--- config.mk ---
export PLATFORM = sky130hd
export DESIGN_NAME = dcache_top
export DESIGN_NICKNAME = d
export VERILOG_FILES = /design/src/dcache_pkg.sv /design/src/mem_port_if.sv /design/src/line_port_if.sv /design/src/dcache_top.sv /design/src/mem_arbiter.sv /design/src/snoop_unit.sv /design/src/dcache_ctrl.sv /design/src/dcache_line_store.sv
export SDC_FILE = /design/constraint.sdc
export NUM_CORES = 2
export LEC_CHECK = 0
export BUFFER_PORTS_ARGS = -buffer_cell sky130_fd_sc_hd__buf_2
export CAP_MARGIN = 20
export CORE_MARGIN = 5
export CORE_UTILIZATION = 33
export DETAILED_ROUTE_END_ITERATION = 16
export PLACE_DENSITY_LB_ADDON = 0.1
export SLEW_MARGIN = 10
export SYNTH_ARGS = -nofsm -noshare
export SYNTH_HDL_FRONTEND = slang
export SYNTH_SLANG_ARGS = --single-unit
--- constraint.sdc ---
create_clock -name clk_i -period 17.7 [get_ports clk_i]
set_input_delay 1.77 -clock clk_i [delete_from_list [all_inputs] [get_ports clk_i]]
set_output_delay 1.77 -clock clk_i [all_outputs]
set_load 0.02 [all_outputs]
--- src/dcache_pkg.sv ---
// Line geometry is fixed at four 32-bit words and NUM_SETS must be a power of two from 2 to 256
`default_nettype none

package dcache_pkg;

  // byte address and data word seen on the processor and snoop ports
  typedef logic [31:0] addr_t;
  typedef logic [31:0] word_t;

  localparam int unsigned WordsPerLine = 4;
  // byte offset inside a line; address bits 3:2 pick the word
  localparam int unsigned OffsetBits = 4;
  // bounds the index width to 256 sets
  localparam int unsigned MaxSetBits = 8;

  // word 0 sits in the low 32 bits
  typedef logic [WordsPerLine*32-1:0] line_t;
  // one bit per word of a line for memory writes
  typedef logic [WordsPerLine-1:0] word_mask_t;

  // sized for the widest case, each module keeps only the low bits it derives from NUM_SETS
  typedef logic [MaxSetBits-1:0] index_t;
  typedef logic [31-OffsetBits:0] tag_t;

  typedef enum logic [2:0] {
    CTRL_IDLE,
    CTRL_LOOKUP,
    CTRL_WRITEBACK,
    CTRL_REFILL,
    CTRL_BYPASS,
    CTRL_RESPOND,
    CTRL_SNOOP_GRANT
  } ctrl_state_t;

  typedef enum logic [2:0] {
    SNP_IDLE,
    SNP_WAIT_GNT,
    SNP_LOOKUP,
    SNP_UPDATE,
    SNP_RESPOND
  } snoop_state_t;

endpackage

`default_nettype wire
--- src/mem_port_if.sv ---
// Four-phase link where the client holds every request field stable from req up to ack
`timescale 1ns/1ps
`default_nettype none

interface mem_port_if import dcache_pkg::*; ();

  logic       req;
  logic       we;
  addr_t      addr;
  line_t      wdata;
  word_mask_t wmask;
  logic       ack;
  // stays valid through the falling half of the handshake
  line_t      rdata;

  modport client (
    output req, we, addr, wdata, wmask,
    input  ack, rdata
  );

  modport arbiter (
    input  req, we, addr, wdata, wmask,
    output ack, rdata
  );

endinterface

`default_nettype wire

--- src/line_port_if.sv ---
// Read data is valid one cycle after en with we low and a write replaces the whole entry
`timescale 1ns/1ps
`default_nettype none

interface line_port_if import dcache_pkg::*; ();

  // requester side
  logic   en;
  logic   we;
  index_t index;
  tag_t   wtag;
  logic   wvalid;
  logic   wdirty;
  line_t  wdata;

  // store side, held until the next read
  tag_t   rtag;
  logic   rvalid;
  logic   rdirty;
  line_t  rdata;

  modport requester (
    output en, we, index, wtag, wvalid, wdirty, wdata,
    input  rtag, rvalid, rdirty, rdata
  );

  modport store (
    input  en, we, index, wtag, wvalid, wdirty, wdata,
    output rtag, rvalid, rdirty, rdata
  );

endinterface

`default_nettype wire

--- src/dcache_top.sv ---
// Every port is a four-phase req/ack handshake and addresses below UNCACHED_LIMIT bypass the cache
`timescale 1ns/1ps
`default_nettype none

module dcache_top import dcache_pkg::*; #(
  parameter int unsigned NUM_SETS       = 16,
  parameter addr_t       UNCACHED_LIMIT = 32'h0000_0100
) (
  input  logic       clk_i,
  input  logic       rst_n_i,
  // processor port
  input  logic       cpu_req_i,
  input  logic       cpu_we_i,
  input  addr_t      cpu_addr_i,
  input  word_t      cpu_wdata_i,
  output logic       cpu_ack_o,
  output word_t      cpu_rdata_o,
  // snoop port
  input  logic       snoop_req_i,
  input  logic       snoop_inv_i,
  input  addr_t      snoop_addr_i,
  output logic       snoop_ack_o,
  output logic       snoop_hit_o,
  output logic       snoop_dirty_o,
  output line_t      snoop_data_o,
  // memory port
  output logic       mem_req_o,
  output logic       mem_we_o,
  output addr_t      mem_addr_o,
  output line_t      mem_wdata_o,
  output word_mask_t mem_wmask_o,
  input  logic       mem_ack_i,
  input  line_t      mem_rdata_i
);

  logic snoop_pend;
  logic snoop_done;
  logic snoop_gnt;

  line_port_if ctrl_line ();
  line_port_if snp_line ();
  mem_port_if  mem_bus ();

  dcache_ctrl #(
    .NUM_SETS       ( NUM_SETS       ),
    .UNCACHED_LIMIT ( UNCACHED_LIMIT )
  ) u_ctrl (
    .clk_i        ( clk_i       ),
    .rst_n_i      ( rst_n_i     ),
    .cpu_req_i    ( cpu_req_i   ),
    .cpu_we_i     ( cpu_we_i    ),
    .cpu_addr_i   ( cpu_addr_i  ),
    .cpu_wdata_i  ( cpu_wdata_i ),
    .cpu_ack_o    ( cpu_ack_o   ),
    .cpu_rdata_o  ( cpu_rdata_o ),
    .snoop_pend_i ( snoop_pend  ),
    .snoop_done_i ( snoop_done  ),
    .snoop_gnt_o  ( snoop_gnt   ),
    .store        ( ctrl_line   ),
    .mem          ( mem_bus     )
  );

  snoop_unit #(
    .NUM_SETS ( NUM_SETS )
  ) u_snoop (
    .clk_i         ( clk_i         ),
    .rst_n_i       ( rst_n_i       ),
    .snoop_req_i   ( snoop_req_i   ),
    .snoop_inv_i   ( snoop_inv_i   ),
    .snoop_addr_i  ( snoop_addr_i  ),
    .snoop_ack_o   ( snoop_ack_o   ),
    .snoop_hit_o   ( snoop_hit_o   ),
    .snoop_dirty_o ( snoop_dirty_o ),
    .snoop_data_o  ( snoop_data_o  ),
    .snoop_pend_o  ( snoop_pend    ),
    .snoop_done_o  ( snoop_done    ),
    .snoop_gnt_i   ( snoop_gnt     ),
    .store         ( snp_line      )
  );

  dcache_line_store #(
    .NUM_SETS ( NUM_SETS )
  ) u_store (
    .clk_i       ( clk_i     ),
    .rst_n_i     ( rst_n_i   ),
    .ctrl_port   ( ctrl_line ),
    .snp_port    ( snp_line  ),
    .snoop_gnt_i ( snoop_gnt )
  );

  mem_arbiter u_arb (
    .clk_i       ( clk_i       ),
    .rst_n_i     ( rst_n_i     ),
    .client      ( mem_bus     ),
    .mem_req_o   ( mem_req_o   ),
    .mem_we_o    ( mem_we_o    ),
    .mem_addr_o  ( mem_addr_o  ),
    .mem_wdata_o ( mem_wdata_o ),
    .mem_wmask_o ( mem_wmask_o ),
    .mem_ack_i   ( mem_ack_i   ),
    .mem_rdata_i ( mem_rdata_i )
  );

endmodule

`default_nettype wire

--- src/mem_arbiter.sv ---
// Single client adapter where req and ack pass through without delay and rdata is held from rising ack
`timescale 1ns/1ps
`default_nettype none

module mem_arbiter import dcache_pkg::*; (
  input  logic               clk_i,
  input  logic               rst_n_i,
  mem_port_if.arbiter        client,
  output logic               mem_req_o,
  output logic               mem_we_o,
  output addr_t              mem_addr_o,
  output line_t              mem_wdata_o,
  output word_mask_t         mem_wmask_o,
  input  logic               mem_ack_i,
  input  line_t              mem_rdata_i
);

  logic  ack_q;
  line_t rdata_q;

  assign mem_req_o   = client.req;
  assign mem_we_o    = client.we;
  assign mem_addr_o  = client.addr;
  assign mem_wdata_o = client.wdata;
  assign mem_wmask_o = client.wmask;
  assign client.ack  = mem_ack_i;

  // edge detect on ack
  always_ff @(posedge clk_i) begin
    if (!rst_n_i) begin
      ack_q <= 1'b0;
    end else begin
      ack_q <= mem_ack_i;
    end
  end

  // memory may drop its data together with ack
  always_ff @(posedge clk_i) begin
    if (mem_ack_i && !ack_q) begin
      rdata_q <= mem_rdata_i;
    end
  end

  assign client.rdata = rdata_q;

endmodule

`default_nettype wire

--- src/snoop_unit.sv ---
// Snooper holds snoop_req_i and its fields until ack and the lookup waits for the controller grant
`timescale 1ns/1ps
`default_nettype none

module snoop_unit import dcache_pkg::*; #(
  parameter int unsigned NUM_SETS = 16
) (
  input  logic           clk_i,
  input  logic           rst_n_i,
  input  logic           snoop_req_i,
  input  logic           snoop_inv_i,
  input  addr_t          snoop_addr_i,
  output logic           snoop_ack_o,
  output logic           snoop_hit_o,
  output logic           snoop_dirty_o,
  output line_t          snoop_data_o,
  output logic           snoop_pend_o,
  output logic           snoop_done_o,
  input  logic           snoop_gnt_i,
  line_port_if.requester store
);

  localparam int unsigned IndexBits = $clog2(NUM_SETS);
  localparam int unsigned TagBits   = 32 - OffsetBits - IndexBits;

  snoop_state_t state_q;
  logic         ack_q;

  addr_t addr_q;
  logic  inv_q;
  logic  hit_q;
  logic  dirty_q;
  line_t data_q;
  tag_t  snp_tag;

  assign snp_tag = tag_t'(addr_q[31 -: TagBits]);

  always_ff @(posedge clk_i) begin
    if (!rst_n_i) begin
      state_q <= SNP_IDLE;
      ack_q   <= 1'b0;
    end else begin
      case (state_q)
        SNP_IDLE:     if (snoop_req_i) state_q <= SNP_WAIT_GNT;
        SNP_WAIT_GNT: if (snoop_gnt_i) state_q <= SNP_LOOKUP;
        SNP_LOOKUP:   state_q <= SNP_UPDATE;
        SNP_UPDATE: begin
          ack_q   <= 1'b1;
          state_q <= SNP_RESPOND;
        end
        SNP_RESPOND: begin
          if (!snoop_req_i) begin
            ack_q   <= 1'b0;
            state_q <= SNP_IDLE;
          end
        end
        default: state_q <= SNP_IDLE;
      endcase
    end
  end

  always_ff @(posedge clk_i) begin
    if (state_q == SNP_IDLE && snoop_req_i) begin
      addr_q <= snoop_addr_i;
      inv_q  <= snoop_inv_i;
    end
    if (state_q == SNP_LOOKUP) begin
      hit_q   <= store.rvalid && (store.rtag == snp_tag);
      // previous dirty state goes back to the snooper
      dirty_q <= store.rvalid && (store.rtag == snp_tag) && store.rdirty;
      data_q  <= store.rdata;
    end
  end

  // read when granted, then write the hit entry back clean and optionally invalid
  assign store.en     = (state_q == SNP_WAIT_GNT && snoop_gnt_i) || (state_q == SNP_UPDATE && hit_q);
  assign store.we     = (state_q == SNP_UPDATE);
  assign store.index  = index_t'(addr_q[OffsetBits +: IndexBits]);
  assign store.wtag   = snp_tag;
  assign store.wvalid = !inv_q;
  assign store.wdirty = 1'b0;
  assign store.wdata  = data_q;

  assign snoop_pend_o  = (state_q == SNP_WAIT_GNT);
  assign snoop_done_o  = (state_q == SNP_UPDATE);
  assign snoop_ack_o   = ack_q;
  assign snoop_hit_o   = hit_q;
  assign snoop_dirty_o = dirty_q;
  assign snoop_data_o  = data_q;

endmodule

`default_nettype wire

--- src/dcache_ctrl.sv ---
// Requester must keep req and its fields stable until ack and may raise req again only after ack falls
`timescale 1ns/1ps
`default_nettype none

module dcache_ctrl import dcache_pkg::*; #(
  parameter int unsigned NUM_SETS       = 16,
  parameter addr_t       UNCACHED_LIMIT = 32'h0000_0100
) (
  input  logic           clk_i,
  input  logic           rst_n_i,
  input  logic           cpu_req_i,
  input  logic           cpu_we_i,
  input  addr_t          cpu_addr_i,
  input  word_t          cpu_wdata_i,
  output logic           cpu_ack_o,
  output word_t          cpu_rdata_o,
  input  logic           snoop_pend_i,
  input  logic           snoop_done_i,
  output logic           snoop_gnt_o,
  line_port_if.requester store,
  mem_port_if.client     mem
);

  localparam int unsigned IndexBits = $clog2(NUM_SETS);
  localparam int unsigned TagBits   = 32 - OffsetBits - IndexBits;

  ctrl_state_t state_q;
  logic        ack_q;
  logic        mem_req_q;
  logic        gnt_q;

  addr_t addr_q;
  logic  we_q;
  word_t wdata_q;
  line_t line_q;
  tag_t  victim_tag_q;
  word_t rdata_q;

  logic [1:0] word_sel;
  tag_t       req_tag;
  logic       hit;
  logic       mem_idle;
  logic       take_req;
  line_t      refill_line;

  function automatic line_t merge_word(line_t line, logic [1:0] sel, word_t w);
    line_t res;
    res = line;
    res[sel*32 +: 32] = w;
    return res;
  endfunction

  assign word_sel    = addr_q[3:2];
  assign req_tag     = tag_t'(addr_q[31 -: TagBits]);
  assign hit         = store.rvalid && (store.rtag == req_tag);
  // memory handshake fully returned to zero
  assign mem_idle    = !mem_req_q && !mem.ack;
  // a waiting snoop goes first
  assign take_req    = cpu_req_i && !snoop_pend_i;
  assign refill_line = we_q ? merge_word(mem.rdata, word_sel, wdata_q) : mem.rdata;

  always_ff @(posedge clk_i) begin
    if (!rst_n_i) begin
      state_q   <= CTRL_IDLE;
      ack_q     <= 1'b0;
      mem_req_q <= 1'b0;
      gnt_q     <= 1'b0;
    end else begin
      case (state_q)
        CTRL_IDLE: begin
          if (snoop_pend_i) begin
            gnt_q   <= 1'b1;
            state_q <= CTRL_SNOOP_GRANT;
          end else if (cpu_req_i) begin
            if (cpu_addr_i < UNCACHED_LIMIT) begin
              mem_req_q <= 1'b1;
              state_q   <= CTRL_BYPASS;
            end else begin
              state_q <= CTRL_LOOKUP;
            end
          end
        end
        CTRL_LOOKUP: begin
          if (hit) begin
            state_q <= CTRL_RESPOND;
          end else begin
            mem_req_q <= 1'b1;
            state_q   <= (store.rvalid && store.rdirty) ? CTRL_WRITEBACK : CTRL_REFILL;
          end
        end
        CTRL_WRITEBACK: begin
          if (mem_req_q && mem.ack) begin
            mem_req_q <= 1'b0;
          end else if (mem_idle) begin
            mem_req_q <= 1'b1;
            state_q   <= CTRL_REFILL;
          end
        end
        CTRL_REFILL, CTRL_BYPASS: begin
          if (mem_req_q && mem.ack) begin
            mem_req_q <= 1'b0;
          end else if (mem_idle) begin
            state_q <= CTRL_RESPOND;
          end
        end
        CTRL_RESPOND: begin
          // one cycle here gives the two-cycle hit latency
          if (!ack_q) begin
            ack_q <= 1'b1;
          end else if (!cpu_req_i) begin
            ack_q   <= 1'b0;
            state_q <= CTRL_IDLE;
          end
        end
        CTRL_SNOOP_GRANT: begin
          if (snoop_done_i) begin
            gnt_q   <= 1'b0;
            state_q <= CTRL_IDLE;
          end
        end
        default: state_q <= CTRL_IDLE;
      endcase
    end
  end

  always_ff @(posedge clk_i) begin
    if (state_q == CTRL_IDLE && take_req) begin
      addr_q  <= cpu_addr_i;
      we_q    <= cpu_we_i;
      wdata_q <= cpu_wdata_i;
    end
    if (state_q == CTRL_LOOKUP) begin
      line_q       <= store.rdata;
      victim_tag_q <= store.rtag;
      rdata_q      <= store.rdata[word_sel*32 +: 32];
    end
    if ((state_q == CTRL_REFILL || state_q == CTRL_BYPASS) && mem_idle) begin
      rdata_q <= mem.rdata[word_sel*32 +: 32];
    end
  end

  always_comb begin
    store.en     = 1'b0;
    store.we     = 1'b0;
    store.index  = index_t'(addr_q[OffsetBits +: IndexBits]);
    store.wtag   = req_tag;
    store.wvalid = 1'b1;
    store.wdirty = we_q;
    store.wdata  = refill_line;
    case (state_q)
      CTRL_IDLE: begin
        store.en    = take_req && (cpu_addr_i >= UNCACHED_LIMIT);
        store.index = index_t'(cpu_addr_i[OffsetBits +: IndexBits]);
      end
      CTRL_LOOKUP: begin
        // write hit updates the line in place and marks it dirty
        store.en    = hit && we_q;
        store.we    = 1'b1;
        store.wdata = merge_word(store.rdata, word_sel, wdata_q);
      end
      CTRL_REFILL: begin
        store.en = mem_idle;
        store.we = 1'b1;
      end
      default: ;
    endcase
  end

  assign mem.req   = mem_req_q;
  assign mem.we    = (state_q == CTRL_WRITEBACK) || (state_q == CTRL_BYPASS && we_q);
  assign mem.addr  = (state_q == CTRL_WRITEBACK) ?
                     {victim_tag_q[TagBits-1:0], addr_q[OffsetBits +: IndexBits],
                      OffsetBits'(0)} :
                     {addr_q[31:OffsetBits], OffsetBits'(0)};
  assign mem.wdata = (state_q == CTRL_WRITEBACK) ? line_q : {WordsPerLine{wdata_q}};
  // uncached write touches only the addressed word
  assign mem.wmask = (state_q == CTRL_WRITEBACK) ? '1 :
                     (state_q == CTRL_BYPASS && we_q) ? word_mask_t'(1) << word_sel : '0;

  assign cpu_ack_o   = ack_q;
  assign cpu_rdata_o = rdata_q;
  assign snoop_gnt_o = gnt_q;

endmodule

`default_nettype wire

--- src/dcache_line_store.sv ---
// Single-ported arrays with synchronous read where the snoop unit wins only while snoop_gnt_i is high
`timescale 1ns/1ps
`default_nettype none

module dcache_line_store import dcache_pkg::*; #(
  parameter int unsigned NUM_SETS = 16
) (
  input  logic       clk_i,
  input  logic       rst_n_i,
  line_port_if.store ctrl_port,
  line_port_if.store snp_port,
  input  logic       snoop_gnt_i
);

  localparam int unsigned IndexBits = $clog2(NUM_SETS);
  localparam int unsigned TagBits   = 32 - OffsetBits - IndexBits;

  logic [TagBits-1:0]  tag_mem [NUM_SETS];
  line_t               data_mem [NUM_SETS];
  logic [NUM_SETS-1:0] valid_q;
  logic [NUM_SETS-1:0] dirty_q;

  logic                 sel_en;
  logic                 sel_we;
  logic [IndexBits-1:0] sel_idx;
  tag_t                 sel_wtag;
  logic                 sel_wvalid;
  logic                 sel_wdirty;
  line_t                sel_wdata;

  logic [TagBits-1:0] rtag_q;
  logic               rvalid_q;
  logic               rdirty_q;
  line_t              rdata_q;

  // port select
  always_comb begin
    if (snoop_gnt_i) begin
      sel_en     = snp_port.en;
      sel_we     = snp_port.we;
      sel_idx    = snp_port.index[IndexBits-1:0];
      sel_wtag   = snp_port.wtag;
      sel_wvalid = snp_port.wvalid;
      sel_wdirty = snp_port.wdirty;
      sel_wdata  = snp_port.wdata;
    end else begin
      sel_en     = ctrl_port.en;
      sel_we     = ctrl_port.we;
      sel_idx    = ctrl_port.index[IndexBits-1:0];
      sel_wtag   = ctrl_port.wtag;
      sel_wvalid = ctrl_port.wvalid;
      sel_wdirty = ctrl_port.wdirty;
      sel_wdata  = ctrl_port.wdata;
    end
  end

  // all sets start out invalid
  always_ff @(posedge clk_i) begin
    if (!rst_n_i) begin
      valid_q <= '0;
    end else if (sel_en && sel_we) begin
      valid_q[sel_idx] <= sel_wvalid;
    end
  end

  always_ff @(posedge clk_i) begin
    if (sel_en && sel_we) begin
      tag_mem[sel_idx]  <= sel_wtag[TagBits-1:0];
      data_mem[sel_idx] <= sel_wdata;
      dirty_q[sel_idx]  <= sel_wdirty;
    end
    if (sel_en && !sel_we) begin
      rtag_q   <= tag_mem[sel_idx];
      rvalid_q <= valid_q[sel_idx];
      rdirty_q <= dirty_q[sel_idx];
      rdata_q  <= data_mem[sel_idx];
    end
  end

  // both requesters see the same read register
  assign ctrl_port.rtag   = tag_t'(rtag_q);
  assign ctrl_port.rvalid = rvalid_q;
  assign ctrl_port.rdirty = rdirty_q;
  assign ctrl_port.rdata  = rdata_q;
  assign snp_port.rtag    = tag_t'(rtag_q);
  assign snp_port.rvalid  = rvalid_q;
  assign snp_port.rdirty  = rdirty_q;
  assign snp_port.rdata   = rdata_q;

endmodule

`default_nettype wire

==> parameters.txt <==
Parameter                              Value

Timing
  Unrepaired setup endpoints after global routing    no
  Max-slew violations    0
  Transition at the pin with the smallest max-transition slack    1.20 ns
  Final setup violation count    0
  Min cycle time layout    ~6.5 ns
  Clock Skews    0.0441 ns
  Final hold viol count    0
  Final Cycle Share    a little over a third
  Fmax achieved    around 150 MHz
  Worst max-slew margin expressed relative to the limit    between 10% and 20%

Critical path
  Capture instance of the worst register-to-register path    u_store.data_mem[0][0]
  Worst path buffer plus inverter count    3
  Chain of cells forming the critical path    xnor2_1, nand4_1, nor4_1, nand4_1, o211a_2, nor4_4, buf_4, buf_4, buf_4
  Most used cell, CP    buf_4
  Cell count of the worst reg-to-reg path    9
  Slowest library cell on the worst path    nor4_4
  Kind of start point of the critical path    flop
  Critical path's top delay family    simple AND/OR/NAND/NOR gates
  Critical-path maximum fanout    31
  Source of the worst register-to-register timing path    u_ctrl.addr_q[12]
  Worst reg-to-reg setup slack    around 11 ns
  Biggest cell delay along the critical path    about 0.85 ns
  Critical path class    reg2reg
  Endpoint type of the worst setup path    flop
  Worst Path Required    approximately 18 ns
  Worst EP arrival    between 7 and 8 ns

Hold path
  Path type of the worst min-delay path    reg2reg
  Start point of the worst min-delay path    u_store.valid_q[9]
  Number of stages on the worst hold path    2
  Sink of the worst hold path    u_store.valid_q[9]

Detailed routing
  Remaining routing DRC violations    0
  Final routed wirelength across all metal layers    484 mm
  Vias after detailed routing    around 81000
  Detailed Route Iter0 Violations    around 8300
  Detail Route Antenna Nets    0
  Average wire length per cell after detail routing    about 33 µm
  Number of detailed-routing iterations run before antenna repair    6
  Detailed-route vias per instance    between 5 and 6

Floorplan
  Area of the core    376000 µm²
  Die height    about 620 µm
  Initial Utilization    33.1%
  Total die area    389000 µm²
  Ports    561
  Horizontal die dimension    between 600 and 700 µm
  Placement Rows    about 230

Power
  Peak supply drop    between 0.15 and 0.2 mV
  Sw Ratio    40.3%
  Switching power    between 10 and 15 mW
  Post-layout total power    a little under 30 mW
  Part of the power in combinational logic    a little under two fifths
  Standby leakage power    between 40 and 50 nW
  Power density over cell area    about 200 nW/µm²
  Internal power    approximately 17 mW
  Sequential Power Share    36.9%
  Clock share of power    between 20 and 25%

Synth
  Synthesized instance count    8626
  #FFs+latches synth    3163
  Count of warnings emitted by yosys    0
  Leading register cell type out of synthesis    edfxtp_1
  Mean Syn Cell Area    approximately 14 µm²
  Cell Area, Synth    between 100000 and 150000 µm²
  Register area share after synthesis    76.2%
  Number of synthesized flops with an enable pin    3136
  Distinct cell type count of the synthesized netlist    54
  Share of async-settable or async-resettable flops after synthesis    0%

CTS
  Clk root buf    clkbuf_16
  CTS clock-pin slew for the worst setup and hold paths    0.06 ns
  Clock buffer count from CTS    355
  Cts-stage hold buffer count    0
  Total number of clock tree sinks    approximately 3200
  Number of setup buffers added after CTS    0
  H-tree lvl count    5
  Clock tree from TritonCTS    yes
  Latest clock arrival within the worst-skew pair    0.96 ns
  Maximum buffer depth of the clock tree    4
  Post-cts repair resize count    0

Final layout
  Final layout net count    around 9500
  Final design area excluding fillers    approximately 150000 µm²
  Area occupied by multi-input gates    roughly 27000 µm²
  Layout filler cell count    between 30000 and 40000
  Area grow syn2layout    16.9%
  Fraction of final layout cells sized beyond drive strength 1    16.2%
  Commonest non-fill, non-tap cell in the layout    edfxtp_1
  Area taken by flip-flops and latches    roughly 95000 µm²
  Leading cell types in the layout, fill and taps excluded    edfxtp_1 (3136), nand2_1 (1725), a21oi_1 (1428)

Place
  HPWL after DPL    between 200 and 300 mm
  Final RePlAce weighted congestion    ~0.84
  Port Buffers    550
  Placed inst area    134000 µm²

Global route
  Total global-route track usage    a little under a quarter
  Via count of the first global-routing pass    78154
  Global-route wire length before repair    656 mm
  Met1 GRT Util    between 30% and 40%
  Met2 track utilization from global routing    roughly 40%
  Overflow left after global routing    0
  Antenna violations before repair    27
  Layer with the highest usage after global routing    met2
  Largest net degree at the start of global routing    193
  Global Route met3 Usage    under 10%

Outcome
  Status    complete, no violations

Run
  Total of max-cap violations    0
[logic make-up after synthesis]
logic type	Yosys count	share of synthesized area, %
compound gates	2716	13.5
simple gates	1929	6.06
fa+ha+maj	7	0.0705
flops	3163	76.2
xor+xnor	48	0.338
buf+inv	632	2.08
mux	130	1.74
other cells	1	0.00302
[flip-flops by register name, summed over array words and instances, names as in the netlist, 16 cells and up]
name and flops:
u_store.rtag_q 24, u_ctrl.cpu_rdata_o 32, u_arb.client.rdata 128, u_store.data_mem 2048, u_store.ctrl_port.rdata 128, u_snoop.addr_q 28, u_store.dirty_q 16, u_snoop.snoop_data_o 128
u_store.valid_q 16, u_ctrl.victim_tag_q 24, u_store.tag_mem 384, u_ctrl.addr_q 30, u_ctrl.wdata_q 32, u_ctrl.line_q 128
[through the flow]
step	hold WS [ns]	util, %	worst slack [ns]	cells	setup TNS, ns
after floorplan	0.435	-	-0.837	8629	-412.13
after global placement	0.442	35.6	10.54	13831	0
after detailed placement	0.450	35.6	10.49	13837	0
after CTS	0.460	38.6	11.30	14468	0
after global routing	0.482	38.7	11.00	14533	0
final	0.462	38.7	11.23	14546	0
[cell usage after synthesis, types with 3 or more instances]
| cell | n | area (µm²) |
|---|---|---|
| nand2_1 | 1728 | 6490 |
| nor3_1 | 6 | 30.0 |
| nor2_1 | 82 | 308 |
| o22ai_1 | 71 | 444 |
| xnor2_1 | 41 | 359 |
| a22oi_1 | 924 | 6940 |
| a21oi_1 | 1434 | 7180 |
| a21o_1 | 128 | 961 |
| and2_1 | 5 | 31.3 |
| nor4_1 | 23 | 144 |
| nand4_1 | 12 | 75.1 |
| or2_2 | 6 | 37.5 |
| clkbuf_1 | 413 | 1550 |
| edfxtp_1 | 3136 | 94200 |
| mux2i_1 | 17 | 170 |
| dfxtp_1 | 27 | 541 |
| o21ai_1 | 5 | 25.0 |
| nand2b_1 | 6 | 37.5 |
| o21a_1 | 5 | 37.5 |
| nand3_1 | 7 | 35.0 |
| buf_2 | 128 | 641 |
| mux2_2 | 49 | 552 |
| inv_1 | 8 | 30.0 |
| ha_1 | 7 | 87.6 |
| mux4_2 | 64 | 1440 |
| a221oi_1 | 61 | 534 |
| buf_4 | 9 | 67.6 |
| xor2_1 | 7 | 61.3 |
| a211oi_1 | 3 | 22.5 |
| nor3b_1 | 4 | 30.0 |
| buf_1 | 69 | 259 |
| o31ai_1 | 69 | 518 |
| nor2b_1 | 45 | 282 |
[per-layer routing]
metal | wire [µm] | vias up
met5 | 28 | -
met4 | 24600 | 4
met3 | 29500 | 683
met2 | 230000 | 3178
met1 | 200000 | 42279
li1 | - | 34431
[power groups by stage]
stage | Combinational [mW] | Clock [mW] | Sequential (mW)
6_report | 11.1 | 7.23 | 10.7
4_1_cts | 11.1 | 7.38 | 10.7
5_1_grt | 12.0 | 7.70 | 10.7
2_1_floorplan | 6.75 | 0 | 10.6
3_3_place_gp | 10.9 | 0 | 10.9
3_5_place_dp | 11.0 | 0 | 10.9
[worst max-delay path by stage]
stage / start / end / slack [ns] / cells past startpoint
after floorplan: cpu_addr_i[4] / u_store.valid_q[11] / -0.84 / 8
after global placement: cpu_addr_i[4] / u_store.ctrl_port.rdata[83] / 10.54 / 12
after detailed placement: cpu_addr_i[4] / u_store.ctrl_port.rdata[83] / 10.49 / 12
after CTS: u_ctrl.state_q[1] / mem_wdata_o[82] / 11.30 / 7
after global routing: u_ctrl.state_q[0] / u_store.ctrl_port.rdata[83] / 11.00 / 11
final: u_ctrl.addr_q[12] / u_store.data_mem[0][0] / 11.23 / 9
[tightest hold or removal path, delay by kind of cell, from the launching register on]
| kind | cells | cell delay [ns] |
|---|---|---|
| multiplexers | 1 | 0.05 |
| AND/OR/NAND/NOR | 1 | 0.05 |
| flip-flops | 1 | 0.31 |
[final cells by class]
type / count / share of cell area, %
clock inverter: 188 / 1.30
multi-input combinational: 4834 / 18.9
inverter: 11 / 0.0491
antenna: 42 / 0.0724
sequential: 3163 / 65.2
clock buffer: 443 / 6.42
timing repair buffer: 871 / 3.75
tap: 4994 / 4.30
(Power assumes the default switching activity.)
